`config.mk`:
```
export PLATFORM = sky130hd
export DESIGN_NAME = tag_state_store
export DESIGN_NICKNAME = d
export VERILOG_FILES = /design/src/hdl/cache_geom_pkg.sv /design/src/hdl/tag_state_store.sv
export SDC_FILE = /design/constraint.sdc
export NUM_CORES = 1
export LEC_CHECK = 0
export BUFFER_PORTS_ARGS = -buffer_cell sky130_fd_sc_hd__buf_4
export CAP_MARGIN = 10
export CORE_MARGIN = 2
export CORE_UTILIZATION = 35
export DETAILED_ROUTE_END_ITERATION = 12
export PLACE_DENSITY = 0.55
export SETUP_SLACK_MARGIN = 0.1
export SYNTH_ARGS = -nofsm -noshare
export SYNTH_HDL_FRONTEND = slang
export SYNTH_SLANG_ARGS = --single-unit
```
`constraint.sdc`:
```
create_clock -name CLK -period 5 [get_ports CLK]
set_input_delay 0.75 -clock CLK [delete_from_list [all_inputs] [get_ports CLK]]
set_output_delay 0.75 -clock CLK [all_outputs]
set_load 0.01 [all_outputs]
```
`src/hdl/cache_geom_pkg.sv`:
```
`default_nettype none

package cache_geom_pkg;

    localparam int ADDR_WIDTH      = 32;
    localparam int DATA_WIDTH      = 32;
    localparam int WORDS_PER_LINE  = 4;
    localparam int NUM_LINES       = 64;
    localparam int STRB_WIDTH      = DATA_WIDTH / 8;
    localparam int LINE_WIDTH      = DATA_WIDTH * WORDS_PER_LINE;
    localparam int WORD_SEL_WIDTH  = $clog2(WORDS_PER_LINE);
    localparam int BYTE_SEL_WIDTH  = $clog2(STRB_WIDTH);
    localparam int OFFSET_WIDTH    = WORD_SEL_WIDTH + BYTE_SEL_WIDTH;
    localparam int INDEX_WIDTH     = $clog2(NUM_LINES);
    localparam int TAG_WIDTH       = ADDR_WIDTH - INDEX_WIDTH - OFFSET_WIDTH;
    localparam int LINE_ADDR_WIDTH = ADDR_WIDTH - OFFSET_WIDTH;  // Tag and index, as seen by L2

    typedef struct packed {
        logic [TAG_WIDTH-1:0]      tag;
        logic [INDEX_WIDTH-1:0]    index;
        logic [WORD_SEL_WIDTH-1:0] word_sel;
        logic [BYTE_SEL_WIDTH-1:0] byte_sel;
    } cache_addr_s;

    // One byte address, either whole or split into its cache fields
    typedef union packed {
        logic [ADDR_WIDTH-1:0] raw;
        cache_addr_s           f;
    } cache_addr_u;

endpackage

`default_nettype wire

```
`src/hdl/tag_state_store.sv`:
```
`timescale 1ns/1ns
`default_nettype none

module tag_state_store (
    input  logic                                   CLK,
    input  logic                                   RST,
    input  logic [cache_geom_pkg::INDEX_WIDTH-1:0] rd_index,
    input  logic                                   wr_en,
    input  logic [cache_geom_pkg::INDEX_WIDTH-1:0] wr_index,
    input  logic [cache_geom_pkg::TAG_WIDTH-1:0]   wr_tag,
    input  logic                                   wr_valid,
    input  logic                                   wr_dirty,
    output logic [cache_geom_pkg::TAG_WIDTH-1:0]   rd_tag,
    output logic                                   rd_valid,
    output logic                                   rd_dirty
);
    import cache_geom_pkg::*;

    logic [TAG_WIDTH-1:0] tag_mem [NUM_LINES];
    logic [NUM_LINES-1:0] valid_q;
    logic [NUM_LINES-1:0] dirty_q;
    logic                 bypass;

    assign bypass = wr_en && (wr_index == rd_index);  // Same-edge write wins over old state

    always_ff @(posedge CLK) begin
        if (wr_en) begin
            tag_mem[wr_index] <= wr_tag;
        end
        rd_tag <= bypass ? wr_tag : tag_mem[rd_index];
    end

    always_ff @(posedge CLK) begin
        if (RST) begin
            valid_q  <= '0;
            dirty_q  <= '0;
            rd_valid <= 1'b0;
            rd_dirty <= 1'b0;
        end else begin
            if (wr_en) begin
                valid_q[wr_index] <= wr_valid;
                dirty_q[wr_index] <= wr_dirty;
            end
            rd_valid <= bypass ? wr_valid : valid_q[rd_index];
            rd_dirty <= bypass ? wr_dirty : dirty_q[rd_index];
        end
    end

endmodule

`default_nettype wire

```
==> impl_metrics.yaml <==
synthesis:
  synth_ff_type: "edfxtp_1"
  netlist_area_um2: 59700
  syn_avg_cell_area_um2: 21.5
  ys_seq_area_share_pct: 75.4
  async_flop_share_pct: 0
  syn_nets: 2811
  ys_types: 41
  synthCells: 2772
  ys_warn_count: 0
  synth_seq_cells: 1544
  synth_edf_count: 1408
power:
  p_seq_share_pct: 53.5
  p_total_uw: 26600
  vdd_drop_max_v: 0.000247
  p_int_uw: 21000
  pwr-share-clk_pct: 41.7
  pwr-share-comb_pct: 4.8
  switching_share_pct: 21.1
  power_density_nw_per_um2: 390
  leakage_uw: 0.0220
  p_sw_uw: 5600
sta:
  slew_headroom_pct: 25.0
  setup_ws_ns: 0.323
  clock_skew_ns: 0.0112
  rsz0062_at_grt: "false"
  final.setup.tns_ns: 0
  slew_violations: 0
  fin_crit_sh_pct: 93.5
  hold_viol: 0
  fmax_mhz: 214
  setup_viol: 0
  worst_pin_slew_ns: 1.12
  timing.hold.ws_ns: 0.143
  layout_min_cycle_time_ns: 4.68
worst_setup_path:
  critPathRequiredTime_ns: 4.25
  cp-end-kind: "output pin"
  arrival_ns: 3.93
  start_kind: "flip-flop"
  critPathMaxFanout: 30
  path_class: "reg2out"
drt:
  drt-wirelength-per-cell_um: 30.1
  top_layer: "met5"
  drc: 0
  dr_wl_met3_um: 10000
  dr.pass1.iters: 8
  antenna_left: 0
  drt-met1-wl_um: 65200
  viasPerCell: 5.45
  route.met2.wl_um: 79500
  wirelength_um: 159000
  vias: 28700
  drt_iter0_markers: 3721
global_routing:
  grt_pass1_wl_um: 223000
  grt_usage_pct: 18.2
  overflow: 0
  antenna_found_initial: 10
  grt_max_degree: 84
  first_global_vias: 29900
hold_path:
  hold_path.class: "in2reg"
placed_design:
  place.gp.congestion: 0.772
  hpwl_um: 90200
  dp_slack_ns: 1.02
  port_buffers: 62
floorplan:
  io_pins: 63
  die_area_um2: 174000
  initial_core_util_pct: 35.2
  die_x_um: 417
  core_um2: 169000
  die_y_um: 417
  num_rows: 151
clocking:
  htreeDepth: 4
  clockRootBuffer: "clkbuf_16"
  cts.hold.buffers_added: 0
  cts.clk_slew.worst_paths_ns: 0.06
  clock-sinks: 1544
  cts_made_buffers: 155
  ctsResizeCount: 0
  ctsLongestPathBuffers: 3
  cts_setup_buffers: 0
  tritoncts: "built"
  clock_latency_ns: 0.77
layout:
  register_area_um2: 45000
  synthToLayoutAreaGrowth_pct: 14.2
  multi_input_area_um2: 14000
  fill_cells: 14800
  drive_gt1_share_pct: 29.4
  nets: 2964
job:
  maxCapViolCount: 0
run_status:
  outcome: "finished clean"
## routing by layer
layer  up-vias  global-route usage (%)
met1     15600                    24.4
met3       241                    3.01
li1      11800                       -
met2      1063                    30.5
met4         2                    5.44
met5         -                       0
## cells by family after synthesis
kind of cell	count (synthesis)	synth area share (%)
AOI/OAI and AO/OA	139	1.37
xor gates and xnor gates	6	0.0881
buffers and inverters	207	1.45
DFF	1544	75.4
muxes	592	19.7
and+or+nand+nor	284	1.98
## worst max-delay path: stages, from the launching register on
cell	delay, ns
dfxtp_4	0.46
buf_12	0.26
buf_12	0.28
mux4_2	0.54
mux4_2	0.58
a22oi_1	0.42
nand2_1	0.26
buf_4	0.22
## power groups by stage
stage | logic, uW | clock network [uW] | registers [uW]
floorplan | 757 | 0 | 14400
global placement | 1280 | 0 | 14500
detailed placement | 1300 | 0 | 14500
CTS | 1310 | 11300 | 14200
global route | 1370 | 11800 | 14200
finish | 1290 | 11100 | 14200
## metrics by stage
stage,instances,instance area (um^2),util (%)
after floorplan,2772,59700,-
after global placement,4986,63300,37.4
after detailed placement,4986,63300,37.4
after CTS,5270,68100,40.2
after global routing,5273,68100,40.2
final,5273,68100,40.2
## cells in the mapped netlist (10+ instances only)
cell	n	area, um^2
a21oi_1	44	220
edfxtp_1	1408	42300
dfxtp_1	136	2720
mux4_2	464	10500
nor2_1	113	424
nand2_1	123	462
buf_2	41	205
nor2b_1	10	62.6
mux2i_1	116	1160
clkbuf_1	89	334
a22oi_1	30	225
inv_1	45	169
mux2_2	12	135
buf_1	23	86.3
o21ai_0	51	255
## layout make-up
cell class                      instances  area share (%)
Sequential cell                      1544            66.1
Clock inverter                         82           0.779
Timing Repair Buffer                  157            2.01
Multi-Input combinational cell       1021            20.5
Antenna cell                            3          0.0110
Clock buffer                          202            6.29
Inverter                               46           0.253
Tap cell                             2218            4.07
## flip-flops by register name, indices dropped and copies added (netlist names), named ones only
| register | flops |
|---|---|
| rd_dirty | 1 |
| rd_valid | 1 |
| dirty_q | 64 |
| valid_q | 64 |
| tag_mem | 1408 |
## placed cells by master, fill, tap and decap left out, drive strengths merged, types with 3 or more instances in the layout
cell / instances
edfxtp: 1408
mux4: 464
clkbuf: 202
buf: 157
dfxtp: 136
nand2: 123
mux2i: 116
nor2: 113
clkinv: 72
o21ai: 51
inv: 48
a21oi: 44
a22oi: 30
mux2: 12
nor2b: 10
nor3: 8
nand3: 6
xnor2: 6
nand2b: 5
bufinv: 5
diode: 3
and3: 3
and2: 3
a2111oi: 3
clkinvlp: 3
## final timing paths
check	cells after the start	endpoint	slack (ns)	start
worst max-delay path	7	rd_tag[5]	0.32	flip-flop
worst min-delay path	1	flip-flop	0.14	rd_index[4]
worst max register to register	5	rd_valid	2.79	valid_q[0]
worst min register to register	2	dirty_q[36]	0.47	dirty_q[36]
(Power assumes the default switching activity.)
