--- src/hdl/cache_geom_pkg.sv ---
`default_nettype none

package cache_geom_pkg;

    localparam int ADDR_WIDTH      = 32;
    localparam int DATA_WIDTH      = 32;
    localparam int WORDS_PER_LINE  = 4;
    localparam int NUM_LINES       = 64;
    localparam int STRB_WIDTH      = DATA_WIDTH / 8;
    localparam int LINE_WIDTH      = DATA_WIDTH * WORDS_PER_LINE;
    localparam int WORD_SEL_WIDTH  = $clog2(WORDS_PER_LINE);
    localparam int BYTE_SEL_WIDTH  = $clog2(STRB_WIDTH);
    localparam int OFFSET_WIDTH    = WORD_SEL_WIDTH + BYTE_SEL_WIDTH;
    localparam int INDEX_WIDTH     = $clog2(NUM_LINES);
    localparam int TAG_WIDTH       = ADDR_WIDTH - INDEX_WIDTH - OFFSET_WIDTH;
    localparam int LINE_ADDR_WIDTH = ADDR_WIDTH - OFFSET_WIDTH;  // Tag and index, as seen by L2

    typedef struct packed {
        logic [TAG_WIDTH-1:0]      tag;
        logic [INDEX_WIDTH-1:0]    index;
        logic [WORD_SEL_WIDTH-1:0] word_sel;
        logic [BYTE_SEL_WIDTH-1:0] byte_sel;
    } cache_addr_s;

    // One byte address, either whole or split into its cache fields
    typedef union packed {
        logic [ADDR_WIDTH-1:0] raw;
        cache_addr_s           f;
    } cache_addr_u;

endpackage

`default_nettype wire

--- src/hdl/flush_line_counter.sv ---
`timescale 1ns/1ns
`default_nettype none

module flush_line_counter (
    input  logic                                   CLK,
    input  logic                                   RST,
    input  logic                                   load,
    input  logic                                   step,
    output logic [cache_geom_pkg::INDEX_WIDTH-1:0] flush_index,
    output logic                                   last
);
    import cache_geom_pkg::*;

    always_ff @(posedge CLK) begin
        if (RST) begin
            flush_index <= '0;
        end else if (load) begin
            flush_index <= '0;
        end else if (step) begin
            flush_index <= flush_index + 1'b1;
        end
    end

    assign last = (flush_index == INDEX_WIDTH'(NUM_LINES - 1));

    // The walk ends on the final line and never wraps
    assert property (@(posedge CLK) disable iff (RST) step |-> !last);

endmodule

`default_nettype wire

--- config.mk ---
export PLATFORM = sky130hd
export DESIGN_NAME = flush_line_counter
export DESIGN_NICKNAME = d
export VERILOG_FILES = /design/src/hdl/cache_geom_pkg.sv /design/src/hdl/flush_line_counter.sv
export SDC_FILE = /design/constraint.sdc
export NUM_CORES = 1
export LEC_CHECK = 0
export BUFFER_PORTS_ARGS = -buffer_cell sky130_fd_sc_hd__buf_2
export CAP_MARGIN = 0
export CORE_AREA = 2 2 39 41
export CTS_CLUSTER_DIAMETER = 100
export DETAILED_ROUTE_END_ITERATION = 8
export DIE_AREA = 0 0 41 43
export SYNTH_ARGS = -nofsm -noshare
export SYNTH_HDL_FRONTEND = slang
export SYNTH_SLANG_ARGS = --single-unit
--- constraint.sdc ---
create_clock -name CLK -period 1.92 [get_ports CLK]
set_input_delay 0.576 -clock CLK [delete_from_list [all_inputs] [get_ports CLK]]
set_output_delay 0.576 -clock CLK [all_outputs]
set_load 0.02 [all_outputs]
==> flow_summary.json, run 1 <==
{
  "dpl-instance-area_um2": 328,
  "path_max_fanout": 4,
  "port_buffers": 10,
  "maxSlewViolCount": 0,
  "ys_top_cells_by_area": "dfxtp_1 46%, xor2_1 10%, nor2_1 8.6%",
  "grtUsageMet1_pct": 9.39,
  "cts_sinks": 6,
  "fin_util_pct": 25.3,
  "clk_pin_slew_ps": 40,
  "syn_inst": 29,
  "power_density_nw_per_um2": 740,
  "largest_register_ffs": 6,
  "hp-class": "register to register",
  "drt-vias-per-instance": 4.14,
  "initial_core_util_pct": 18.9,
  "ys_seq_elements": 6,
  "total_power_mw": 0.259,
  "cts_root_buf": "clkbuf_4",
  "io_pins": 11,
  "rows": 14,
  "htree_levels": 1,
  "max_freq_ghz": 0.564,
  "worst_setup_path_start_kind": "register",
  "outcome": "completed",
  "slowest_delay_ps": 400,
  "rsz0062_at_grt": "no",
  "crit_family": "flip-flops",
  "design_area_um2": 350,
  "setup_tns_ps": 0,
  "cts_buffers": 3,
  "setup_viol": 0,
  "worstPathRequired_ps": 1340,
  "p_leak_nw": 0.161,
  "syn-mean-instance-area_um2": 9.02,
  "whs_path_depth": 2,
  "syn-num-nets": 34,
  "cp_data_arrival_time_ps": 1200,
  "post_cts.repair.setup_buffers": 0,
  "dr.pass1.iters": 1,
  "fin_crit_sh_pct": 92.4,
  "synth_top_area_cell": "dfxtp_1",
  "endpoint_kind": "primary output",
  "gp_congestion": 0.706,
  "slew_headroom_pct": 86.2,
  "yosysWarnings": 0,
  "drv_cap": 0,
  "fin_skew_ps": 4.15,
  "clk_latency_ps": 240,
  "grt_pass1_vias": 208,
  "ys_types": 15,
  "dieArea_um2": 1760,
  "area_growth_pct": 34.0,
  "ir_drop_v": 0.000298,
  "grt_pass1_wl_um": 814,
  "first_iter_violations": 0,
  "hold_viol": 0,
  "grt_util_all_layers_pct": 7.14,
  "die_h_um": 43,
  "grt_max_degree": 7,
  "worst_path_max_delay_cell": "dfxtp_1",
  "coreArea_um2": 1380,
  "layout_setup_ws_ps": 146,
  "regMostFlops": "flush_index",
  "nets": 48,
  "finalWirelength_um": 503,
  "use_met3_pct": 1.57,
  "syn_area_um2": 262,
  "critPathKind": "register to primary output",
  "ant_nets": 0,
  "cp.depth": 4,
  "r2r_cells": 3,
  "use_met2_pct": 8.44,
  "pre_cts_slack_ps": 385,
  "antenna_cells": 0,
  "min_period_ps": 1770,
  "seq_area_frac_synth_pct": 45.9,
  "drive_gt1_share_pct": 36.6,
  "synth.top_cell.area_share_pct": 45.9,
  "vias": 236,
  "antenna_found_initial": 0,
  "routedWlPerCell_um": 8.82,
  "reg.largest.list": "flush_index x6",
  "grt_overflow_total": 0,
  "drc": 0,
  "post_cts_resize_count": 0,
  "tightest_slew_ps": 206,
  "cts_hold_buf": 0,
  "cts_buffer_depth": 2,
  "cts_tree": "done",
  "crit_chain": "ha_1 > nand3_1 > nor2_1 > buf_2",
  "grt_busiest_layer": "met1",
  "path_buf_inv": 1,
  "dieWidth_um": 41
}
## per-layer routing
metal | vias up | part of all wire (%) | wire length, µm
met1 | 100 | 53 | 269
met3 | 2 | 9.5 | 48
met4 | 0 | 2.0 | 10
li1 | 125 | - | -
met5 | - | 0 | 0
met2 | 9 | 35 | 175
## placed cells by master (no fill, tap or decap), drive strengths merged, types with 2 or more instances in the layout
cell type / instances
buf: 10
clkbuf: 3
dfxtp: 6
nand2: 3
nand4: 2
nor2: 6
xor2: 3
## power breakdown
| group | switching, mW | internal, mW | leakage [nW] | total, mW |
|---|---|---|---|---|
| registers | 0.00191 | 0.126 | 0.0485 | 0.128 |
| logic | 0.00797 | 0.00673 | 0.0989 | 0.0147 |
| clock network | 0.0454 | 0.0707 | 0.0138 | 0.116 |
## area by class of cell
| class | count | area [µm²] |
|---|---|---|
| sequential | 6 | 120 |
| clock buffer | 3 | 22.5 |
| multi-input combinational | 22 | 138 |
| fill | 161 | 1030 |
| timing repair buffer | 10 | 50.0 |
| tap | 16 | 20.0 |
## worst reg2reg max path: cells and delay by family, from the launching register on
| kind | cells | cell delay (ps) |
|---|---|---|
| compound gates | 1 | 130 |
| flops | 1 | 420 |
| simple gates | 2 | 530 |
## final timing paths
| path | from | endpoint | slack [ps] |
|---|---|---|---|
| setup / recovery | flush_index[0]$_SDFFE_PP0P_ | last | 150 |
| hold / removal | flush_index[5]$_SDFFE_PP0P_ | flush_index[5]$_SDFFE_PP0P_ | 500 |
| setup reg to reg | flush_index[2]$_SDFFE_PP0P_ | flush_index[5]$_SDFFE_PP0P_ | 770 |
| hold reg to reg | flush_index[5]$_SDFFE_PP0P_ | flush_index[5]$_SDFFE_PP0P_ | 500 |
## synth_stat cells (all sizes together)
cell / number
a21oi: 1
clkbuf: 1
dfxtp: 6
ha: 1
mux2i: 1
nand2: 3
nand3: 1
nand4: 2
nor2: 6
o21ai: 1
or2: 1
or3: 1
xnor2: 1
xor2: 3
## stage by stage
| step | instances | hold slack, ps |
|---|---|---|
| finish | 57 | 503 |
| floorplan | 29 | 570 |
| CTS | 57 | 507 |
| global route | 57 | 542 |
| global placement | 54 | 492 |
| detailed placement | 54 | 501 |
## kinds of logic (layout without fill, tap and decap cells)
group           count (synthesis)  count (layout)  synth area share [%]
flops                           6               6                  45.9
buf+inv                         1              13                  1.43
mux                             1               1                  3.83
simple gates                   14              14                  26.8
fa+ha+maj                       1               1                  4.78
xor+xnor                        4               4                  13.4
compound gates                  2               2                  3.82
No activity file was read; power rests on OpenSTA's default activity.
==> inputs of run 2 (changes only) <==
- PLACE_DENSITY_LB_ADDON: unset -> 0.1
==> run 2 against run 1 <==
  * Utilization did not move
  * Setup slack improved by 16 ps
  * Power fell by 0.60%
  * Final cell count did not move
  * Clock power barely moved
  * Flip-flop and latch count did not move
  * Clock skew rose by 2.5 ps
  * Die area did not move
  * Largest power group unchanged
  * Non-clock buffer count did not move
  * Largest cell class unchanged
==> flow_summary.json, run 2 (synthesized netlist as in run 1, its figures left out) <==
{
  "first_iter_violations": 2,
  "layout_commonest_cell": "buf_2",
  "power.switching_mw": 0.0537,
  "clk_latency_ps": 240,
  "pre_cts_slack_ps": 406,
  "power_frac_seq_pct": 49.8,
  "worst_setup_path_start_kind": "register",
  "nets": 48,
  "slowest_delay_ps": 390,
  "regArea_um2": 120,
  "rsz0062_at_grt": "no",
  "r2r_cells": 3,
  "cts_sinks": 6,
  "dp_hpwl_um": 425,
  "dieWidth_um": 41,
  "cts_root_buf": "clkbuf_4",
  "setup_viol": 0,
  "reg.largest.list": "flush_index x6",
  "initial_core_util_pct": 18.9,
  "fin_skew_ps": 6.60,
  "drt-vias-per-instance": 4.09,
  "critPathKind": "register to primary output",
  "r2r_slack_ps": 790,
  "largest_register_ffs": 6,
  "p_int_mw": 0.204,
  "hold_end": "flush_index[5]$_SDFFE_PP0P_",
  "cp_data_arrival_time_ps": 1180,
  "final_cell_mix": "10 x buf_2, 6 x nor2_1, 6 x dfxtp_1",
  "gp_congestion": 0.643,
  "cts_buffer_depth": 2,
  "coreArea_um2": 1380,
  "area_growth_pct": 34.0,
  "maxSlewViolCount": 0,
  "cts_buffers": 3,
  "slew_headroom_pct": 86.9,
  "hp-class": "register to register",
  "endpoint_kind": "primary output",
  "grt_pass1_wl_um": 890,
  "crit_chain": "ha_1 > nand3_1 > nor2_1 > buf_2",
  "drive_gt1_share_pct": 36.6,
  "ant_nets": 0,
  "max_freq_ghz": 0.569,
  "grt_pass1_vias": 222,
  "min_period_ps": 1760,
  "grt_util_all_layers_pct": 8.54,
  "whs_path_depth": 2,
  "total_power_mw": 0.258,
  "fillers": 156,
  "die_h_um": 43,
  "port_buffers": 10,
  "outcome": "completed",
  "fin_crit_sh_pct": 91.6,
  "ir_drop_v": 0.000297,
  "dieArea_um2": 1760,
  "r2r-start": "flush_index[2]$_SDFFE_PP0P_",
  "post_cts_resize_count": 0,
  "rows": 14,
  "p_leak_nw": 0.161,
  "p_sw_share_pct": 20.9,
  "cts_hold_buf": 0,
  "antenna_found_initial": 0,
  "tightest_slew_ps": 197,
  "vias": 233,
  "io_pins": 11,
  "finalWirelength_um": 528,
  "comb_power_share_pct": 5.7,
  "hold_viol": 0,
  "min_from": "flush_index[5]$_SDFFE_PP0P_",
  "clkPwrFrac_pct": 44.5,
  "routedWlPerCell_um": 9.26,
  "grt_overflow_total": 0,
  "drc": 0,
  "clk_pin_slew_ps": 50,
  "worst_path_max_delay_cell": "dfxtp_1",
  "path_max_fanout": 4,
  "worstPathRequired_ps": 1340,
  "htree_levels": 1,
  "regMostFlops": "flush_index",
  "antenna_cells": 0,
  "cts_tree": "done",
  "grt_max_degree": 7,
  "setup_tns_ps": 0,
  "post_cts.repair.setup_buffers": 0,
  "r2r_end": "flush_index[5]$_SDFFE_PP0P_",
  "drv_cap": 0,
  "multi_input_area_um2": 138,
  "dr.pass1.iters": 2,
  "layout_setup_ws_ps": 162,
  "power_density_nw_per_um2": 735
}
-- run 2: cell counts in the layout (fill, tap and decap cells not counted) --
Identical to the previous run, type by type.
-- run 2: worst max-delay path by stage --
stage	slack, ps	cells past startpoint	end	startpoint
after floorplan	250	3	last	flush_index[0]$_SDFFE_PP0P_
after global placement	420	4	last	flush_index[0]$_SDFFE_PP0P_
after detailed placement	410	4	last	flush_index[0]$_SDFFE_PP0P_
after CTS	140	4	last	flush_index[0]$_SDFFE_PP0P_
after global routing	70	4	last	flush_index[0]$_SDFFE_PP0P_
final	160	4	last	flush_index[0]$_SDFFE_PP0P_
-- run 2: critical path, delay by kind of cell, from the launching register on --
kind,cells,cell delay [ps]
fa+ha+maj,1,220
buf+inv,1,160
flops,1,390
simple gates,2,160
-- run 2: layout make-up --
cell class                      count  share of cell area, %
Clock buffer                        3                   6.43
Multi-Input combinational cell     22                   39.3
Timing Repair Buffer               10                   14.3
Sequential cell                     6                   34.3
Tap cell                           16                   5.71
-- run 2: metrics by stage --
| step | std cells | cell area, µm² | util [%] | hold WS (ps) |
|---|---|---|---|---|
| after floorplan | 29 | 262 | - | 570 |
| after global placement | 54 | 328 | 23.7 | 489 |
| after detailed placement | 54 | 328 | 23.7 | 496 |
| after CTS | 57 | 350 | 25.3 | 504 |
| after global routing | 57 | 350 | 25.3 | 562 |
| final | 57 | 350 | 25.3 | 500 |
-- run 2: metal layers --
layer	track usage, %	vias up	part of all wire (%)
li1	-	121	-
met1	9.68	100	45
met2	9.69	8	42
met3	6.28	4	8.7
met4	8.00	0	3.6
met5	0	-	0
-- run 2: power groups by stage --
| stage | Clock, mW | Combinational (mW) | Sequential (mW) |
|---|---|---|---|
| 2_1_floorplan | 0 | 0.00657 | 0.132 |
| 3_3_place_gp | 0 | 0.0149 | 0.131 |
| 3_5_place_dp | 0 | 0.0150 | 0.131 |
| 4_1_cts | 0.122 | 0.0151 | 0.128 |
| 5_1_grt | 0.129 | 0.0165 | 0.128 |
| 6_report | 0.115 | 0.0147 | 0.128 |
