==> src/hdl/cache_ctrl_pkg.sv <==
`default_nettype none

package cache_ctrl_pkg;

    typedef enum logic [2:0] {
        ST_IDLE        = 3'd0,
        ST_LOOKUP      = 3'd1,
        ST_WB_ISSUE    = 3'd2,  // Victim or flushed line goes out to L2
        ST_WB_WAIT     = 3'd3,
        ST_RF_ISSUE    = 3'd4,
        ST_RF_WAIT     = 3'd5,
        ST_FLUSH_READ  = 3'd6,
        ST_FLUSH_CHECK = 3'd7
    } ctrl_state_e;

endpackage

`default_nettype wire

==> src/hdl/cache_geom_pkg.sv <==
`default_nettype none

package cache_geom_pkg;

    localparam int ADDR_WIDTH      = 32;
    localparam int DATA_WIDTH      = 32;
    localparam int WORDS_PER_LINE  = 4;
    localparam int NUM_LINES       = 64;
    localparam int STRB_WIDTH      = DATA_WIDTH / 8;
    localparam int LINE_WIDTH      = DATA_WIDTH * WORDS_PER_LINE;
    localparam int WORD_SEL_WIDTH  = $clog2(WORDS_PER_LINE);
    localparam int BYTE_SEL_WIDTH  = $clog2(STRB_WIDTH);
    localparam int OFFSET_WIDTH    = WORD_SEL_WIDTH + BYTE_SEL_WIDTH;
    localparam int INDEX_WIDTH     = $clog2(NUM_LINES);
    localparam int TAG_WIDTH       = ADDR_WIDTH - INDEX_WIDTH - OFFSET_WIDTH;
    localparam int LINE_ADDR_WIDTH = ADDR_WIDTH - OFFSET_WIDTH;  // Tag and index, as seen by L2

    typedef struct packed {
        logic [TAG_WIDTH-1:0]      tag;
        logic [INDEX_WIDTH-1:0]    index;
        logic [WORD_SEL_WIDTH-1:0] word_sel;
        logic [BYTE_SEL_WIDTH-1:0] byte_sel;
    } cache_addr_s;

    // One byte address, either whole or split into its cache fields
    typedef union packed {
        logic [ADDR_WIDTH-1:0] raw;
        cache_addr_s           f;
    } cache_addr_u;

endpackage

`default_nettype wire

==> src/hdl/cache_ctrl_fsm.sv <==
`timescale 1ns/1ns
`default_nettype none

module cache_ctrl_fsm (
    input  logic                                       CLK,
    input  logic                                       RST,
    input  logic                                       req_valid,
    input  logic                                       req_write,
    input  cache_geom_pkg::cache_addr_u                req_addr,
    input  logic                                       flush,
    input  logic [cache_geom_pkg::TAG_WIDTH-1:0]       tag_rd,
    input  logic                                       valid_rd,
    input  logic                                       dirty_rd,
    input  logic                                       l2_rd_valid,
    input  logic                                       l2_wr_done,
    input  logic [cache_geom_pkg::INDEX_WIDTH-1:0]     flush_index,
    input  logic                                       flush_last,
    output logic                                       ready,
    output logic                                       rsp_valid,
    output logic [cache_geom_pkg::INDEX_WIDTH-1:0]     store_index,
    output logic                                       line_wr_en,
    output logic                                       line_wr_sel_refill,
    output logic                                       tag_wr_en,
    output logic                                       valid_wr,
    output logic                                       dirty_wr,
    output logic [cache_geom_pkg::WORD_SEL_WIDTH-1:0]  wr_word_sel,
    output logic                                       l2_rd_req,
    output logic                                       l2_wr_valid,
    output logic [cache_geom_pkg::LINE_ADDR_WIDTH-1:0] l2_line_addr,
    output logic                                       cnt_load,
    output logic                                       cnt_step,
    output logic                                       hold_write
);
    import cache_geom_pkg::*;
    import cache_ctrl_pkg::*;

    ctrl_state_e state;
    ctrl_state_e state_nxt;
    cache_addr_u req_q;
    logic        write_q;
    logic        flush_q;  // Write-back belongs to the flush walk
    logic        hit;
    logic        victim_dirty;

    assign hit          = valid_rd && (tag_rd == req_q.f.tag);
    assign victim_dirty = valid_rd && dirty_rd;
    assign ready        = (state == ST_IDLE);
    assign l2_rd_req    = (state == ST_RF_ISSUE);
    assign l2_wr_valid  = (state == ST_WB_ISSUE);
    assign wr_word_sel  = req_q.f.word_sel;
    assign hold_write   = write_q;

    // The stores see the index one cycle before its data is needed
    always_comb begin
        case (state)
            ST_IDLE:                       store_index = req_addr.f.index;
            ST_FLUSH_READ, ST_FLUSH_CHECK: store_index = flush_index;
            default:                       store_index = flush_q ? flush_index : req_q.f.index;
        endcase
    end

    always_comb begin
        state_nxt          = state;
        line_wr_en         = 1'b0;
        line_wr_sel_refill = 1'b0;
        tag_wr_en          = 1'b0;
        valid_wr           = 1'b0;
        dirty_wr           = 1'b0;
        cnt_load           = 1'b0;
        cnt_step           = 1'b0;
        case (state)
            ST_IDLE: begin
                if (flush) begin
                    cnt_load  = 1'b1;
                    state_nxt = ST_FLUSH_READ;
                end else if (req_valid) begin
                    state_nxt = ST_LOOKUP;
                end
            end
            ST_LOOKUP: begin
                if (hit) begin
                    line_wr_en = write_q;
                    tag_wr_en  = write_q;
                    valid_wr   = 1'b1;
                    dirty_wr   = 1'b1;
                    state_nxt  = ST_IDLE;
                end else begin
                    state_nxt = victim_dirty ? ST_WB_ISSUE : ST_RF_ISSUE;
                end
            end
            ST_WB_ISSUE: state_nxt = ST_WB_WAIT;
            ST_WB_WAIT: begin
                if (l2_wr_done) begin
                    if (!flush_q) begin
                        state_nxt = ST_RF_ISSUE;
                    end else if (flush_last) begin
                        state_nxt = ST_IDLE;
                    end else begin
                        cnt_step  = 1'b1;
                        state_nxt = ST_FLUSH_READ;
                    end
                end
            end
            ST_RF_ISSUE: state_nxt = ST_RF_WAIT;
            ST_RF_WAIT: begin
                if (l2_rd_valid) begin
                    line_wr_en         = 1'b1;
                    line_wr_sel_refill = 1'b1;
                    tag_wr_en          = 1'b1;
                    valid_wr           = 1'b1;
                    state_nxt          = ST_LOOKUP;  // Looks again and now hits
                end
            end
            ST_FLUSH_READ: state_nxt = ST_FLUSH_CHECK;
            ST_FLUSH_CHECK: begin
                tag_wr_en = 1'b1;  // Every walked line ends up invalid and clean
                if (victim_dirty) begin
                    state_nxt = ST_WB_ISSUE;
                end else if (flush_last) begin
                    state_nxt = ST_IDLE;
                end else begin
                    cnt_step  = 1'b1;
                    state_nxt = ST_FLUSH_READ;
                end
            end
            default: state_nxt = ST_IDLE;
        endcase
    end

    always_ff @(posedge CLK) begin
        if (RST) begin
            state     <= ST_IDLE;
            rsp_valid <= 1'b0;
            flush_q   <= 1'b0;
        end else begin
            state     <= state_nxt;
            rsp_valid <= (state == ST_LOOKUP) && hit;
            if (cnt_load) begin
                flush_q <= 1'b1;
            end else if (state_nxt == ST_IDLE) begin
                flush_q <= 1'b0;
            end
        end
    end

    always_ff @(posedge CLK) begin
        if (state == ST_IDLE && req_valid && !flush) begin
            req_q        <= req_addr;
            write_q      <= req_write;
            l2_line_addr <= req_addr.raw[ADDR_WIDTH-1:OFFSET_WIDTH];
        end
        if (state == ST_LOOKUP && !hit && victim_dirty) begin
            l2_line_addr <= {tag_rd, req_q.f.index};
        end
        if (state == ST_WB_WAIT && l2_wr_done) begin
            l2_line_addr <= req_q.raw[ADDR_WIDTH-1:OFFSET_WIDTH];  // Back to the missed line
        end
        if (state == ST_FLUSH_CHECK && victim_dirty) begin
            l2_line_addr <= {tag_rd, flush_index};
        end
    end

    assert property (@(posedge CLK) disable iff (RST) !(l2_rd_req && l2_wr_valid));
    assert property (@(posedge CLK) disable iff (RST) rsp_valid |=> !rsp_valid);
    // L2 answers arrive only while the controller waits for them
    assert property (@(posedge CLK) disable iff (RST) l2_rd_valid |-> state == ST_RF_WAIT);
    assert property (@(posedge CLK) disable iff (RST) l2_wr_done |-> state == ST_WB_WAIT);

endmodule

`default_nettype wire

==> config.mk <==
export PLATFORM = sky130hd
export DESIGN_NAME = cache_ctrl_fsm
export DESIGN_NICKNAME = d
export VERILOG_FILES = /design/src/hdl/cache_ctrl_pkg.sv /design/src/hdl/cache_geom_pkg.sv /design/src/hdl/cache_ctrl_fsm.sv
export SDC_FILE = /design/constraint.sdc
export NUM_CORES = 1
export LEC_CHECK = 0
export BUFFER_PORTS_ARGS = -buffer_cell sky130_fd_sc_hd__buf_2
export CORE_MARGIN = 5
export CORE_UTILIZATION = 49
export DETAILED_ROUTE_END_ITERATION = 8
export PLACE_DENSITY = 0.79
export SLEW_MARGIN = 20
export SYNTH_ARGS = -nofsm -noshare
export SYNTH_HDL_FRONTEND = slang
export SYNTH_SLANG_ARGS = --single-unit
==> constraint.sdc <==
create_clock -name CLK -period 4.03 [get_ports CLK]
set_clock_uncertainty 0.1 [all_clocks]
set_input_delay 0.2015 -clock CLK [delete_from_list [all_inputs] [get_ports CLK]]
set_output_delay 0.2015 -clock CLK [all_outputs]
set_load 0.02 [all_outputs]
==> flow_metrics.py <==
metrics = {
    "place": {
        "place_hpwl_um": 5610,
        "gp_congestion": 0.859,
        "portBuffers": 115,
        "post-place-cells": 431,
        "dpl_cell_area_sq_mm": 0.00382,
    },
    "power_and_ir_drop": {
        "power_density_mw_per_mm2": 518,
        "finalPower_mw": 2.27,
        "ir_worst_vdd_uv": 309,
        "p_leak_nw": 1.69,
    },
    "critical_path": {
        "path_buf_inv": 1,
        "startpoint_type": "flop",
        "critPathRequiredTime_ps": 3940,
        "worstSetupPathType": "reg -> reg",
        "cp_cell_sequence": "and4b_1 > nor2_1 > a21oi_4 > or3_1 > buf_4",
        "crit_family": "simple AND/OR/NAND/NOR gates",
        "cp_slowest_cell": "and4b_1",
        "critical_path_arrival_ps": 2830,
        "crit_fanout": 20,
        "max_stage_delay_ps": 630,
        "cp-end-kind": "flop",
    },
    "cells_and_area": {
        "regArea_sq_mm": 0.00187,
        "finalNonFillerCells": 479,
        "drive_gt1_share_pct": 35.8,
        "diodes": 0,
        "synthToLayoutAreaGrowth_pct": 37.2,
        "fillCellCount": 461,
        "multiInputGateArea_sq_mm": 0.00120,
        "utilization_pct": 68.9,
        "fin_area_sq_mm": 0.00437,
        "fin_nets": 467,
    },
    "cts": {
        "post-cts-setup-buffers": 0,
        "root_buffer": "clkbuf_8",
        "cts_sinks": 64,
        "clockBufferDepth": 2,
        "clkLatencyLatePin_ps": 330,
        "htree_levels": 3,
        "hold_buffers": 32,
        "ctsResizeCount": 0,
        "cts_tree": "done",
        "cts_buffers": 9,
        "path_clk_slew_ps": 70,
    },
    "route": {
        "avgViaCountPerCell": 5.48,
        "wl_um": 8190,
        "post_drt_wl_per_cell_um": 17.1,
        "drc": 0,
        "dr.pass1.iters": 4,
        "drt_iter0_markers": 136,
        "num_vias": 2627,
        "drtAntennaViolNets": 0,
    },
    "global_routing": {
        "grt_pass1_vias": 2742,
        "grt-busiest-layer": "met2",
        "grt_max_degree": 32,
        "grt_usage_pct": 20.2,
        "grt-ovfl-total": 0,
        "met1_usage_pct": 25.8,
        "grt.met2_usage_pct": 33.3,
        "grt_util_met3_pct": 5.83,
        "grt_pass1_wl_um": 13400,
        "antenna_found_initial": 0,
    },
    "worst_hold_path": {
        "hold_class": "in -> reg",
    },
    "synth": {
        "synthTopCellsByCount": "edfxtp_1, nand2b_1, xnor2_1",
        "synth_seq_cells": 64,
        "synth_warnings": 0,
        "synthTopCellsByArea": "edfxtp_1, o221a_1, xnor2_1",
        "syn-num-nets": 318,
        "ys.flop_type": "edfxtp_1",
        "synth_edf_count": 59,
        "synth.distinct_cells": 43,
        "synth_top_area_cell": "edfxtp_1",
        "synth_async_sr_flop_share_pct": 0,
        "syn_avg_cell_area_sq_um": 12.9,
        "yosysSeqAreaShare_pct": 58.7,
        "syn_inst": 248,
        "synth_area_sq_mm": 0.00319,
        "yosysMostFrequentCell": "edfxtp_1",
        "yosysTopAreaCellShare_pct": 55.6,
    },
    "timing": {
        "tns_ps": 0,
        "slew_headroom_pct": 51.0,
        "grt_setup_unrepaired": "false",
        "period_needed_ps": 2920,
        "max_freq_mhz": 342,
        "maxSlewViolCount": 0,
        "worstMarginPinSlew_ps": 734,
        "hold_violations": 0,
        "setup_viol": 0,
        "period_share_pct": 72.5,
    },
    "job": {
        "max-cap-violations": 0,
    },
    "floorplanning": {
        "start_util_pct": 50.2,
        "die_h_um": 90.7,
        "row_count": 29,
        "die_area_sq_mm": 0.00822,
        "die_w_um": 90.7,
        "io-pin-count": 118,
        "core_area_sq_mm": 0.00635,
    },
    "status": {
        "outcome": "finished, final reports clean",
    },
}
## stage by stage
step	worst slack, ps	hold slack (ps)
floorplan	990	171
global placement	1160	279
detailed placement	1140	280
CTS	1120	108
global route	878	117
finish	1110	127
## path summary, 6_finish.rpt
| check | startpoint | endpoint | slack [ps] | depth (start not counted) |
|---|---|---|---|---|
| min reg2reg | flush_q | flush_q | 470 | 2 |
| max | state[1] | l2_line_addr[16] | 1110 | 5 |
| min | flush_index[2] | l2_line_addr[2] | 130 | 3 |
| max reg2reg | state[1] | l2_line_addr[16] | 1110 | 5 |
## worst reg2reg max path: cells and delay by family (launching register included)
| kind | cells | cell delay (ps) |
|---|---|---|
| AND/OR/NAND/NOR | 3 | 1180 |
| flip-flops | 1 | 620 |
| buffers and inverters | 1 | 370 |
| AO/OA/AOI/OAI | 1 | 330 |
## metal layers
| metal | part of all wire [%] | vias up |
|---|---|---|
| met2 | 50 | 133 |
| met5 | 0 | - |
| met1 | 41 | 1230 |
| li1 | - | 1255 |
| met4 | 1.1 | 0 |
| met3 | 8.6 | 9 |
## cells in the final DEF, fill, tap and decap left out, drive strengths merged, types with 2 or more instances in the layout
master       Yosys  routed
a211oi           2       2
a21oi           11      11
a222oi           6       6
and2             3       3
buf              7     120
bufinv           0       3
clkbuf           7      10
clkinv           0       3
dfxtp            5       5
dlygate4sd3      0      32
edfxtp          59      59
inv             10      10
mux2i            6       6
nand2            9       9
nand2b          24      24
nand3            3       3
nand3b           2       2
nand4            7       7
nor2            16      16
nor3             4       4
nor3b            2       2
nor4             2       2
o21ai            5       5
o221a           23      23
xnor2           22      22
## logic make-up (layout without fill, tap and decap cells)
kind of cell,after synthesis,count (layout),synth area share [%]
AO/OA/AOI/OAI,53,53,14.9
XOR/XNOR,22,22,6.04
buffers and inverters,24,178,3.65
flip-flops,64,64,58.7
multiplexers,6,6,1.88
AND/OR/NAND/NOR,79,79,14.8
## final cells by class
| cell class | count | area share, % |
|---|---|---|
| clock buffers | 10 | 2.92 |
| clock inverters | 6 | 2.46 |
| inverters | 10 | 0.858 |
| multi-input cells | 160 | 27.4 |
| flip-flops and latches | 64 | 42.8 |
| well taps | 77 | 2.20 |
| repair buffers | 152 | 21.3 |
## registers in the layout, indices dropped and copies added, names as in the netlist
register	count
state	3
req_q	30
hold_write	1
flush_q	1
rsp_valid	1
l2_line_addr	28
## report_power, final
group	internal, mW	switching (mW)	total [mW]	leakage (nW)
clock	0.409	0.237	0.646	0.118
combinational	0.272	0.423	0.694	0.989
sequential	0.858	0.0681	0.926	0.584
total	1.54	0.728	2.27	1.69
Note: power is estimated with default switching activity, not from simulation.
