## src/hdl/cache_geom_pkg.sv

```systemverilog
`default_nettype none

package cache_geom_pkg;

    localparam int ADDR_WIDTH      = 32;
    localparam int DATA_WIDTH      = 32;
    localparam int WORDS_PER_LINE  = 4;
    localparam int NUM_LINES       = 64;
    localparam int STRB_WIDTH      = DATA_WIDTH / 8;
    localparam int LINE_WIDTH      = DATA_WIDTH * WORDS_PER_LINE;
    localparam int WORD_SEL_WIDTH  = $clog2(WORDS_PER_LINE);
    localparam int BYTE_SEL_WIDTH  = $clog2(STRB_WIDTH);
    localparam int OFFSET_WIDTH    = WORD_SEL_WIDTH + BYTE_SEL_WIDTH;
    localparam int INDEX_WIDTH     = $clog2(NUM_LINES);
    localparam int TAG_WIDTH       = ADDR_WIDTH - INDEX_WIDTH - OFFSET_WIDTH;
    localparam int LINE_ADDR_WIDTH = ADDR_WIDTH - OFFSET_WIDTH;  // Tag and index, as seen by L2

    typedef struct packed {
        logic [TAG_WIDTH-1:0]      tag;
        logic [INDEX_WIDTH-1:0]    index;
        logic [WORD_SEL_WIDTH-1:0] word_sel;
        logic [BYTE_SEL_WIDTH-1:0] byte_sel;
    } cache_addr_s;

    // One byte address, either whole or split into its cache fields
    typedef union packed {
        logic [ADDR_WIDTH-1:0] raw;
        cache_addr_s           f;
    } cache_addr_u;

endpackage

`default_nettype wire

```

## src/hdl/word_merge.sv

```systemverilog
`timescale 1ns/1ns
`default_nettype none

module word_merge (
    input  logic [cache_geom_pkg::LINE_WIDTH-1:0]     line_in,
    input  logic [cache_geom_pkg::WORD_SEL_WIDTH-1:0] word_sel,
    input  logic [cache_geom_pkg::DATA_WIDTH-1:0]     wdata,
    input  logic [cache_geom_pkg::STRB_WIDTH-1:0]     wstrb,
    input  logic [cache_geom_pkg::LINE_WIDTH-1:0]     refill_line,
    input  logic                                      use_refill,
    output logic [cache_geom_pkg::DATA_WIDTH-1:0]     rd_word,
    output logic [cache_geom_pkg::LINE_WIDTH-1:0]     line_out
);
    import cache_geom_pkg::*;

    logic [LINE_WIDTH-1:0] src_line;

    assign src_line = use_refill ? refill_line : line_in;
    assign rd_word  = src_line[word_sel * DATA_WIDTH +: DATA_WIDTH];

    // Only the strobed bytes of the addressed word take the new data
    always_comb begin
        line_out = src_line;
        for (int b = 0; b < STRB_WIDTH; b++) begin
            if (wstrb[b]) begin
                line_out[word_sel * DATA_WIDTH + b * 8 +: 8] = wdata[b * 8 +: 8];
            end
        end
    end

endmodule

`default_nettype wire

```

## config.mk

```make
export PLATFORM = sky130hd
export DESIGN_NAME = word_merge
export DESIGN_NICKNAME = d
export VERILOG_FILES = /design/src/hdl/cache_geom_pkg.sv /design/src/hdl/word_merge.sv
export SDC_FILE = /design/constraint.sdc
export NUM_CORES = 1
export LEC_CHECK = 0
export BUFFER_PORTS_ARGS = -buffer_cell sky130_fd_sc_hd__buf_4
export CELL_PAD_IN_SITES_DETAIL_PLACEMENT = 1
export CELL_PAD_IN_SITES_GLOBAL_PLACEMENT = 2
export CORE_AREA = 2 2 179 181
export DETAILED_ROUTE_END_ITERATION = 8
export DIE_AREA = 0 0 181 183
export GPL_ROUTABILITY_DRIVEN = 0
export PLACE_DENSITY_LB_ADDON = 0.2
export SLEW_MARGIN = 20
export SYNTH_ARGS = -nofsm -noshare
export SYNTH_HDL_FRONTEND = slang
export SYNTH_SLANG_ARGS = --single-unit
```

## constraint.sdc

```tcl
create_clock -name vclk -period 2.9
set_input_delay 0.58 -clock vclk [all_inputs]
set_output_delay 0.58 -clock vclk [all_outputs]
set_load 0.1 [all_outputs]
```

==> impl_metrics.yaml, run 1 <==
place:
  port_buffers: 455
  dp_hpwl_mm: 25.39
  placed_cells: 1306
global_routing:
  grt_use_total: 0.1716
  grt_overflow_total: 0
  first_global_vias: 6570
  grt_pass1_wl_mm: 43.25
  grt_max_degree: 44
  antenna_found_initial: 1
final_layout:
  seq_cell_count: 0
  area_growth_pct: 141.1
  layout.nets: 1214
  final_common_cell: "buf_4"
  final-instance-count-excl-fill: 1314
  nClkBuffers: 0
  final_cell_mix: "buf_4, mux2i_1, o2bb2ai_2"
  drive_gt1_frac: 0.7662
  ff_latch_area_um2: 0
  fill_cells: 3652
timing:
  worst_slew_margin_rel: 0.3487
  setup_viol: 0
  period_minus_slack_ns: 2.806
  hold_ws_ns: 1.596
  worst_pin_slew_ns: 0.9749
  final.period_utilization: 0.9675
  rsz0062_at_grt: "true"
  max_freq_mhz: 356.4
  slew_violations: 0
  report.final.hold_viol_count: 0
drt:
  drt-pass1-iter-count: 4
  drt_wl_total_mm: 30.06
  wire_per_inst_um: 22.88
  drt_first_iter_violations: 132
  ant_nets: 0
  via_per_inst: 4.486
  vias: 5895
  drc: 0
synth:
  yosysSeqAreaShare: 0
  synth_cell_types: 36
  synthesis.nets: 742
  avgSynthCellArea_um2: 8.844
  synthCells: 441
  synth_area_um2: 3900
  ys_warn_count: 0
run:
  maxCapViolCount: 0
critical_path:
  path_class: "primary input to output port"
  crit_path_start: "word_sel[1]"
  cp-start-kind: "primary input"
  cp_max_fo: 8
  cp.required_ns: 2.32
  endpoint_kind: "output port"
  cp.arrival_ns: 2.23
die:
  die_x_um: 181
  initial_core_util: 0.1249
  dieArea_um2: 33120
  fp-row-count: 65
  ios: 455
  die_h_um: 183
  coreArea_um2: 31230
clock_tree:
  holdBufCountCts: 0
worst_hold_path:
  hold_path_startpoint: "wdata[31]"
  worstHoldPathType: "primary input to output port"
power:
  totalPowerFinal_uw: 3217
  power.density_nw_per_um2: 342.2
  p_leak_uw: 0.004249
  peakVddDrop_v: 0.0001298
outcome:
  status: "finished clean"
[final timing paths]
kind            to  cells after the start  slack, ns
max   line_out[28]                      8       0.09
min   line_out[95]                      3       1.60
[cells by family (layout without fill, tap and decap cells)]
kind of cell,Yosys count,in the layout,share of synthesized area
other cells,0,1,0
buf+inv,44,514,0.07603
simple gates,71,71,0.1383
mux,128,128,0.3407
compound gates,192,192,0.4257
fa+ha+maj,6,6,0.01925
[cells in the mapped netlist (all sizes together)]
| library cell | instances | share of area |
|---|---|---|
| buf | 35 | 0.065 |
| a22o | 59 | 0.13 |
| nor4b | 4 | 0.024 |
| and3b | 1 | 0.0022 |
| a211oi | 16 | 0.036 |
| mux2i | 90 | 0.23 |
| mux2 | 38 | 0.11 |
| nor4 | 4 | 0.022 |
| nor2b | 3 | 0.0067 |
| clkbuf | 6 | 0.0083 |
| nor2 | 20 | 0.020 |
| nor3 | 2 | 0.0067 |
| inv | 3 | 0.0029 |
| and2 | 18 | 0.029 |
| nand3b | 1 | 0.0019 |
| ha | 6 | 0.019 |
| and4 | 1 | 0.0022 |
| o22ai | 11 | 0.018 |
| o2bb2ai | 90 | 0.20 |
| a221oi | 16 | 0.038 |
| nand4bb | 1 | 0.0029 |
| nand2 | 12 | 0.012 |
| nand2b | 4 | 0.0090 |
[per-layer routing]
metal	GRT usage	share of wire	routed length [um]	vias up
met3	0.03197	0.063	1898	15
met2	0.3325	0.53	16020	254
met5	0	0	0	-
met1	0.2016	0.39	11790	2829
met4	0.01691	0.012	348	0
li1	-	-	-	2797
[final cells by class]
type	count	area, um^2	area share
Inverter	3	18.77	0.001996
Antenna cell	1	2.502	0.0002662
Multi-Input combinational cell	397	4705	0.5004
Timing Repair Buffer	511	4173	0.4438
Tap cell	402	503.0	0.05350
[worst max-delay path, stage by stage]
cell	delay (ns)
buf_4	0.17
ha_2	0.22
nor2b_4	0.15
buf_12	0.15
nor4b_4	0.31
buf_12	0.22
o2bb2ai_4	0.12
buf_4	0.30
[where the power goes]
part | total [uW] | switching, uW | internal, uW
Combinational | 3220 | 2290 | 928
Clock | 0.0000461 | 0 | 0.0000461
Sequential | 0 | 0 | 0
Total | 3220 | 2290 | 928
[timing repair]
item | 4_1_cts | 5_1_grt
endpoints found under the setup margin | 6 | 37
resized for setup | 0 | 13
pin swaps | 0 | 1
buffers inserted | 4 | 3
[through the flow]
stage	util	area (um^2)	worst slack (ns)	setup TNS, ns
global placement	0.2962	9249	0.001355	0
floorplan	-	4987	-0.4864	-9.692
global route	0.3010	9402	-0.007244	-0.01215
detailed placement	0.2962	9249	-0.02741	-0.08674
finish	0.3010	9402	0.09415	0
CTS	0.2979	9304	0.003100	0
Note: power is estimated with default switching activity, not from simulation.
==> run 2, diff against run 1 <==
--- a/config.mk
+++ b/config.mk
@@ -12,6 +12,7 @@
 export DETAILED_ROUTE_END_ITERATION = 8
 export DIE_AREA = 0 0 181 183
 export GPL_ROUTABILITY_DRIVEN = 0
+export MAX_ROUTING_LAYER = met4
 export PLACE_DENSITY_LB_ADDON = 0.2
 export SLEW_MARGIN = 20
 export SYNTH_ARGS = -nofsm -noshare
==> run 2 against run 1 <==
Non-clock buffer count unchanged. Hold slack hardly changed. Final cell count unchanged. Critical endpoint unchanged. Core utilization did not move. Power about the same. Largest power group unchanged. Die area is the same. Flip-flop and latch count unchanged. Wire length barely moved. Fmax is 0.23% lower. Sequential share of layout area stayed put. Critical path depth unchanged. Cell area is the same.
==> impl_metrics.yaml, run 2 (synthesis gave the netlist of run 1 again) <==
outcome:
  status: "finished clean"
critical_path:
  endpoint_kind: "output port"
  cp_max_fo: 8
  path_class: "primary input to output port"
  cp.required_ns: 2.32
  cp.arrival_ns: 2.23
  cp-start-kind: "primary input"
final_layout:
  final_common_cell: "buf_4"
  fill_cells: 3652
  nClkBuffers: 0
  area_growth_pct: 141.1
  drive_gt1_frac: 0.7662
  seq_cell_count: 0
  layout.nets: 1214
  ff_latch_area_um2: 0
  final_cell_mix: "buf_4, mux2i_1, o2bb2ai_2"
  final-instance-count-excl-fill: 1314
global_routing:
  grt_overflow_total: 0
  antenna_found_initial: 1
  grt_max_degree: 44
  first_global_vias: 6610
  grt_use_total: 0.1767
  grt_pass1_wl_mm: 43.10
place:
  place_ws_ns: -0.02741
  dp_hpwl_mm: 25.39
  placed_cells: 1306
  port_buffers: 455
drt:
  drc: 0
  wire_per_inst_um: 22.88
  drt_wl_total_mm: 30.06
  via_per_inst: 4.483
  drt_first_iter_violations: 128
  drt-pass1-iter-count: 4
  ant_nets: 0
  vias: 5891
worst_hold_path:
  worstHoldPathType: "primary input to output port"
  hold_path_startpoint: "wdata[31]"
  hold-path-endpoint: "line_out[95]"
  holdPathStages: 3
clock_tree:
  holdBufCountCts: 0
die:
  ios: 455
  die_h_um: 183
  dieArea_um2: 33120
  fp-row-count: 65
  initial_core_util: 0.1249
  die_x_um: 181
  coreArea_um2: 31230
power:
  peakVddDrop_v: 0.0001305
  p_leak_uw: 0.004249
  power.density_nw_per_um2: 342.1
run:
  maxCapViolCount: 0
timing:
  fin_ws_ns: 0.08777
  setup_viol: 0
  rsz0062_at_grt: "true"
  max_freq_mhz: 355.6
  period_minus_slack_ns: 2.812
  worst_pin_slew_ns: 0.9738
  report.final.hold_viol_count: 0
  fin_tns_setup_ns: 0
  worst_slew_margin_rel: 0.3494
  slew_violations: 0
  final.period_utilization: 0.9697
==> run 2: cell counts in the layout (fill, tap and decap cells not counted) <==
No cell type changed its count.
==> run 2: routing by layer <==
metal	wire length [um]	global-route usage
met1	11900	0.2039
met2	16020	0.3326
met3	1802	0.02820
met4	338	0.01691
met5	0	-
==> run 2: area by class of cell <==
cell class,count,area [um^2],share of cell area
multi-input cells,397,4705,0.5004
repair buffers,511,4173,0.4438
well taps,402,503.0,0.05350
inverters,3,18.77,0.001996
diodes,1,2.502,0.0002662
==> run 2: how the worst max path moves through the flow <==
stage	start	end	slack, ns
6_report	word_sel[1]	line_out[28]	0.09
5_1_grt	word_sel[0]	line_out[44]	-0.007
4_1_cts	word_sel[1]	line_out[17]	0.003
3_5_place_dp	word_sel[1]	rd_word[5]	-0.03
3_3_place_gp	word_sel[1]	rd_word[5]	0.001
2_1_floorplan	word_sel[1]	line_out[41]	-0.49
==> run 2: report_power, final <==
part	internal (uW)	total [uW]	switching, uW
sequential	0	0	0
combinational	928	3220	2290
clock	0.0000461	0.0000461	0
==> run 2: critical path, cell delays in order <==
cell and delay (ns):
buf_4 0.17, ha_2 0.22, nor2b_4 0.15, buf_12 0.15
nor4b_4 0.31, buf_12 0.22, o2bb2ai_4 0.12, buf_4 0.30
==> run 2: through the flow <==
stage | power [uW] | hold slack, ns | instance area (um^2) | util
CTS | 3232 | 1.633 | 9304 | 0.2979
floorplan | 2300 | 1.415 | 4987 | -
global route | 3338 | 1.603 | 9402 | 0.3010
global placement | 3215 | 1.631 | 9249 | 0.2962
detailed placement | 3216 | 1.630 | 9249 | 0.2962
finish | 3216 | 1.596 | 9402 | 0.3010
==> run 2: what timing repair did <==
action	CTS	global route
setup buffers	4	3
resized for setup	0	13
pin swaps	0	1
endpoints found under the setup margin	6	37
==> run 3, diff against run 2 <==
--- a/config.mk
+++ b/config.mk
@@ -13,7 +13,7 @@
 export DIE_AREA = 0 0 181 183
 export GPL_ROUTABILITY_DRIVEN = 0
 export MAX_ROUTING_LAYER = met4
-export PLACE_DENSITY_LB_ADDON = 0.2
+export PLACE_DENSITY = 0.75
 export SLEW_MARGIN = 20
 export SYNTH_ARGS = -nofsm -noshare
 export SYNTH_HDL_FRONTEND = slang
==> run 3 against run 2 <==
Cell area rose by 1.6%. Combinational power rose by 2%. Core utilization rose by 0.47 points. Wire length rose by 4.3%. Largest cell class unchanged. Sequential share of layout area did not move.
==> impl_metrics.yaml, run 3 (synthesis gave the netlist of run 1 again) <==
timing:
  worst_slew_margin_rel: 0.2986
  rsz0062_at_grt: "true"
  max_freq_mhz: 351.6
  report.final.hold_viol_count: 0
  fin_tns_setup_ns: 0
  worst_pin_slew_ns: 1.050
  hold_ws_ns: 1.593
  final.period_utilization: 0.9808
  setup_viol: 0
  slew_violations: 0
  period_minus_slack_ns: 2.844
drt:
  via_per_inst: 4.629
  ant_nets: 0
  drt-pass1-iter-count: 4
  drc: 0
  drt_wl_total_mm: 31.35
  drt_first_iter_violations: 142
  vias: 6133
  wire_per_inst_um: 23.66
global_routing:
  grt_overflow_total: 0
  grt_use_total: 0.1827
  grt_max_degree: 35
  first_global_vias: 6936
  antenna_found_initial: 0
  grt_pass1_wl_mm: 44.35
die:
  initial_core_util: 0.1249
  coreArea_um2: 31230
  dieArea_um2: 33120
  ios: 455
  fp-row-count: 65
  die_h_um: 183
  die_x_um: 181
outcome:
  status: "finished clean"
run:
  maxCapViolCount: 0
place:
  port_buffers: 455
  dp_hpwl_mm: 26.37
critical_path:
  cp.required_ns: 2.32
  cp.arrival_ns: 2.26
  endpoint_kind: "output port"
  cp_max_fo: 6
  crit_chain: "buf_4, buf_4, ha_2, nor2b_2, nor4b_4, buf_4, o2bb2ai_1, buf_6"
  crit_path_start: "word_sel[0]"
  cpPeakStageDelay_ns: 0.31
  crit_path_frequent_cell: "buf_4"
  slowest_stage: "nor4b_4"
  path_class: "primary input to output port"
  cp-start-kind: "primary input"
final_layout:
  seq_cell_count: 0
  nClkBuffers: 0
  ff_latch_area_um2: 0
  area_growth_pct: 144.8
  fill_cells: 3619
  final_cell_mix: "buf_4, mux2i_1, o2bb2ai_2"
  layout.nets: 1226
  drive_gt1_frac: 0.7692
  final_common_cell: "buf_4"
  diodes: 0
clock_tree:
  holdBufCountCts: 0
worst_hold_path:
  hold_path_startpoint: "wdata[28]"
  worstHoldPathType: "primary input to output port"
power:
  p_leak_uw: 0.004329
  peakVddDrop_v: 0.0001309
  power.density_nw_per_um2: 344.2
[run 3: cell count changes in the layout (fill, tap and decap cells not counted)]
cell / delta
buf_6: +10
buf_8: +2
buf_4: -1
diode_2: -1
nor2_2: -1
nor2_4: +1
nor2b_2: +1
[run 3: path summary, 6_finish.rpt]
path,depth (start not counted),end
hold / removal,3,line_out[28]
setup / recovery,8,line_out[61]
[run 3: report_power, final]
| group | total (uW) | switching (uW) | internal (uW) |
|---|---|---|---|
| sequential | 0 | 0 | 0 |
| clock | 0 | 0 | 0 |
| combinational | 3290 | 2320 | 961 |
| total | 3290 | 2320 | 961 |
[run 3: per-stage QoR]
stage          std cells    util  setup WS (ns)  cell area [um^2]  total power (uW)
3_5_place_dp        1317  0.2968       -0.09743              9269              3235
6_report            1325  0.3057        0.05568              9548              3286
3_3_place_gp        1317  0.2968       -0.04163              9269              3218
2_1_floorplan        441       -        -0.4864              4987              2300
4_1_cts             1325  0.3022       0.003060              9437              3277
5_1_grt             1325  0.3057       -0.01437              9548              3388
[run 3: worst max-delay path, delay by kind of cell]
kind                       cells  cell delay, ns
and+or+nand+nor                2            0.54
buffers and inverters          4            0.75
AOI/OAI and AO/OA              1            0.16
adders and majority gates      1            0.22
[run 3: per-layer routing]
| metal | share of wire | global-route usage | up-vias |
|---|---|---|---|
| met5 | 0 | - | - |
| met1 | 0.39 | 0.2053 | 2957 |
| li1 | - | - | 2810 |
| met4 | 0.021 | 0.03285 | 0 |
| met3 | 0.057 | 0.02125 | 34 |
| met2 | 0.53 | 0.3497 | 332 |
[run 3: final cells by class]
| type | count | area (um^2) | share of cell area |
|---|---|---|---|
| repair buffers | 522 | 4308 | 0.4512 |
| well taps | 402 | 503.0 | 0.05268 |
| multi-input cells | 398 | 4718 | 0.4942 |
| inverters | 3 | 18.77 | 0.001966 |
[run 3: what timing repair did]
item                       in CTS  in global routing
pin swaps                       1                  2
setup endpoints to repair      48                 30
gates resized for setup        22                 27
setup buffers                   7                  0
cloned                          1                  0
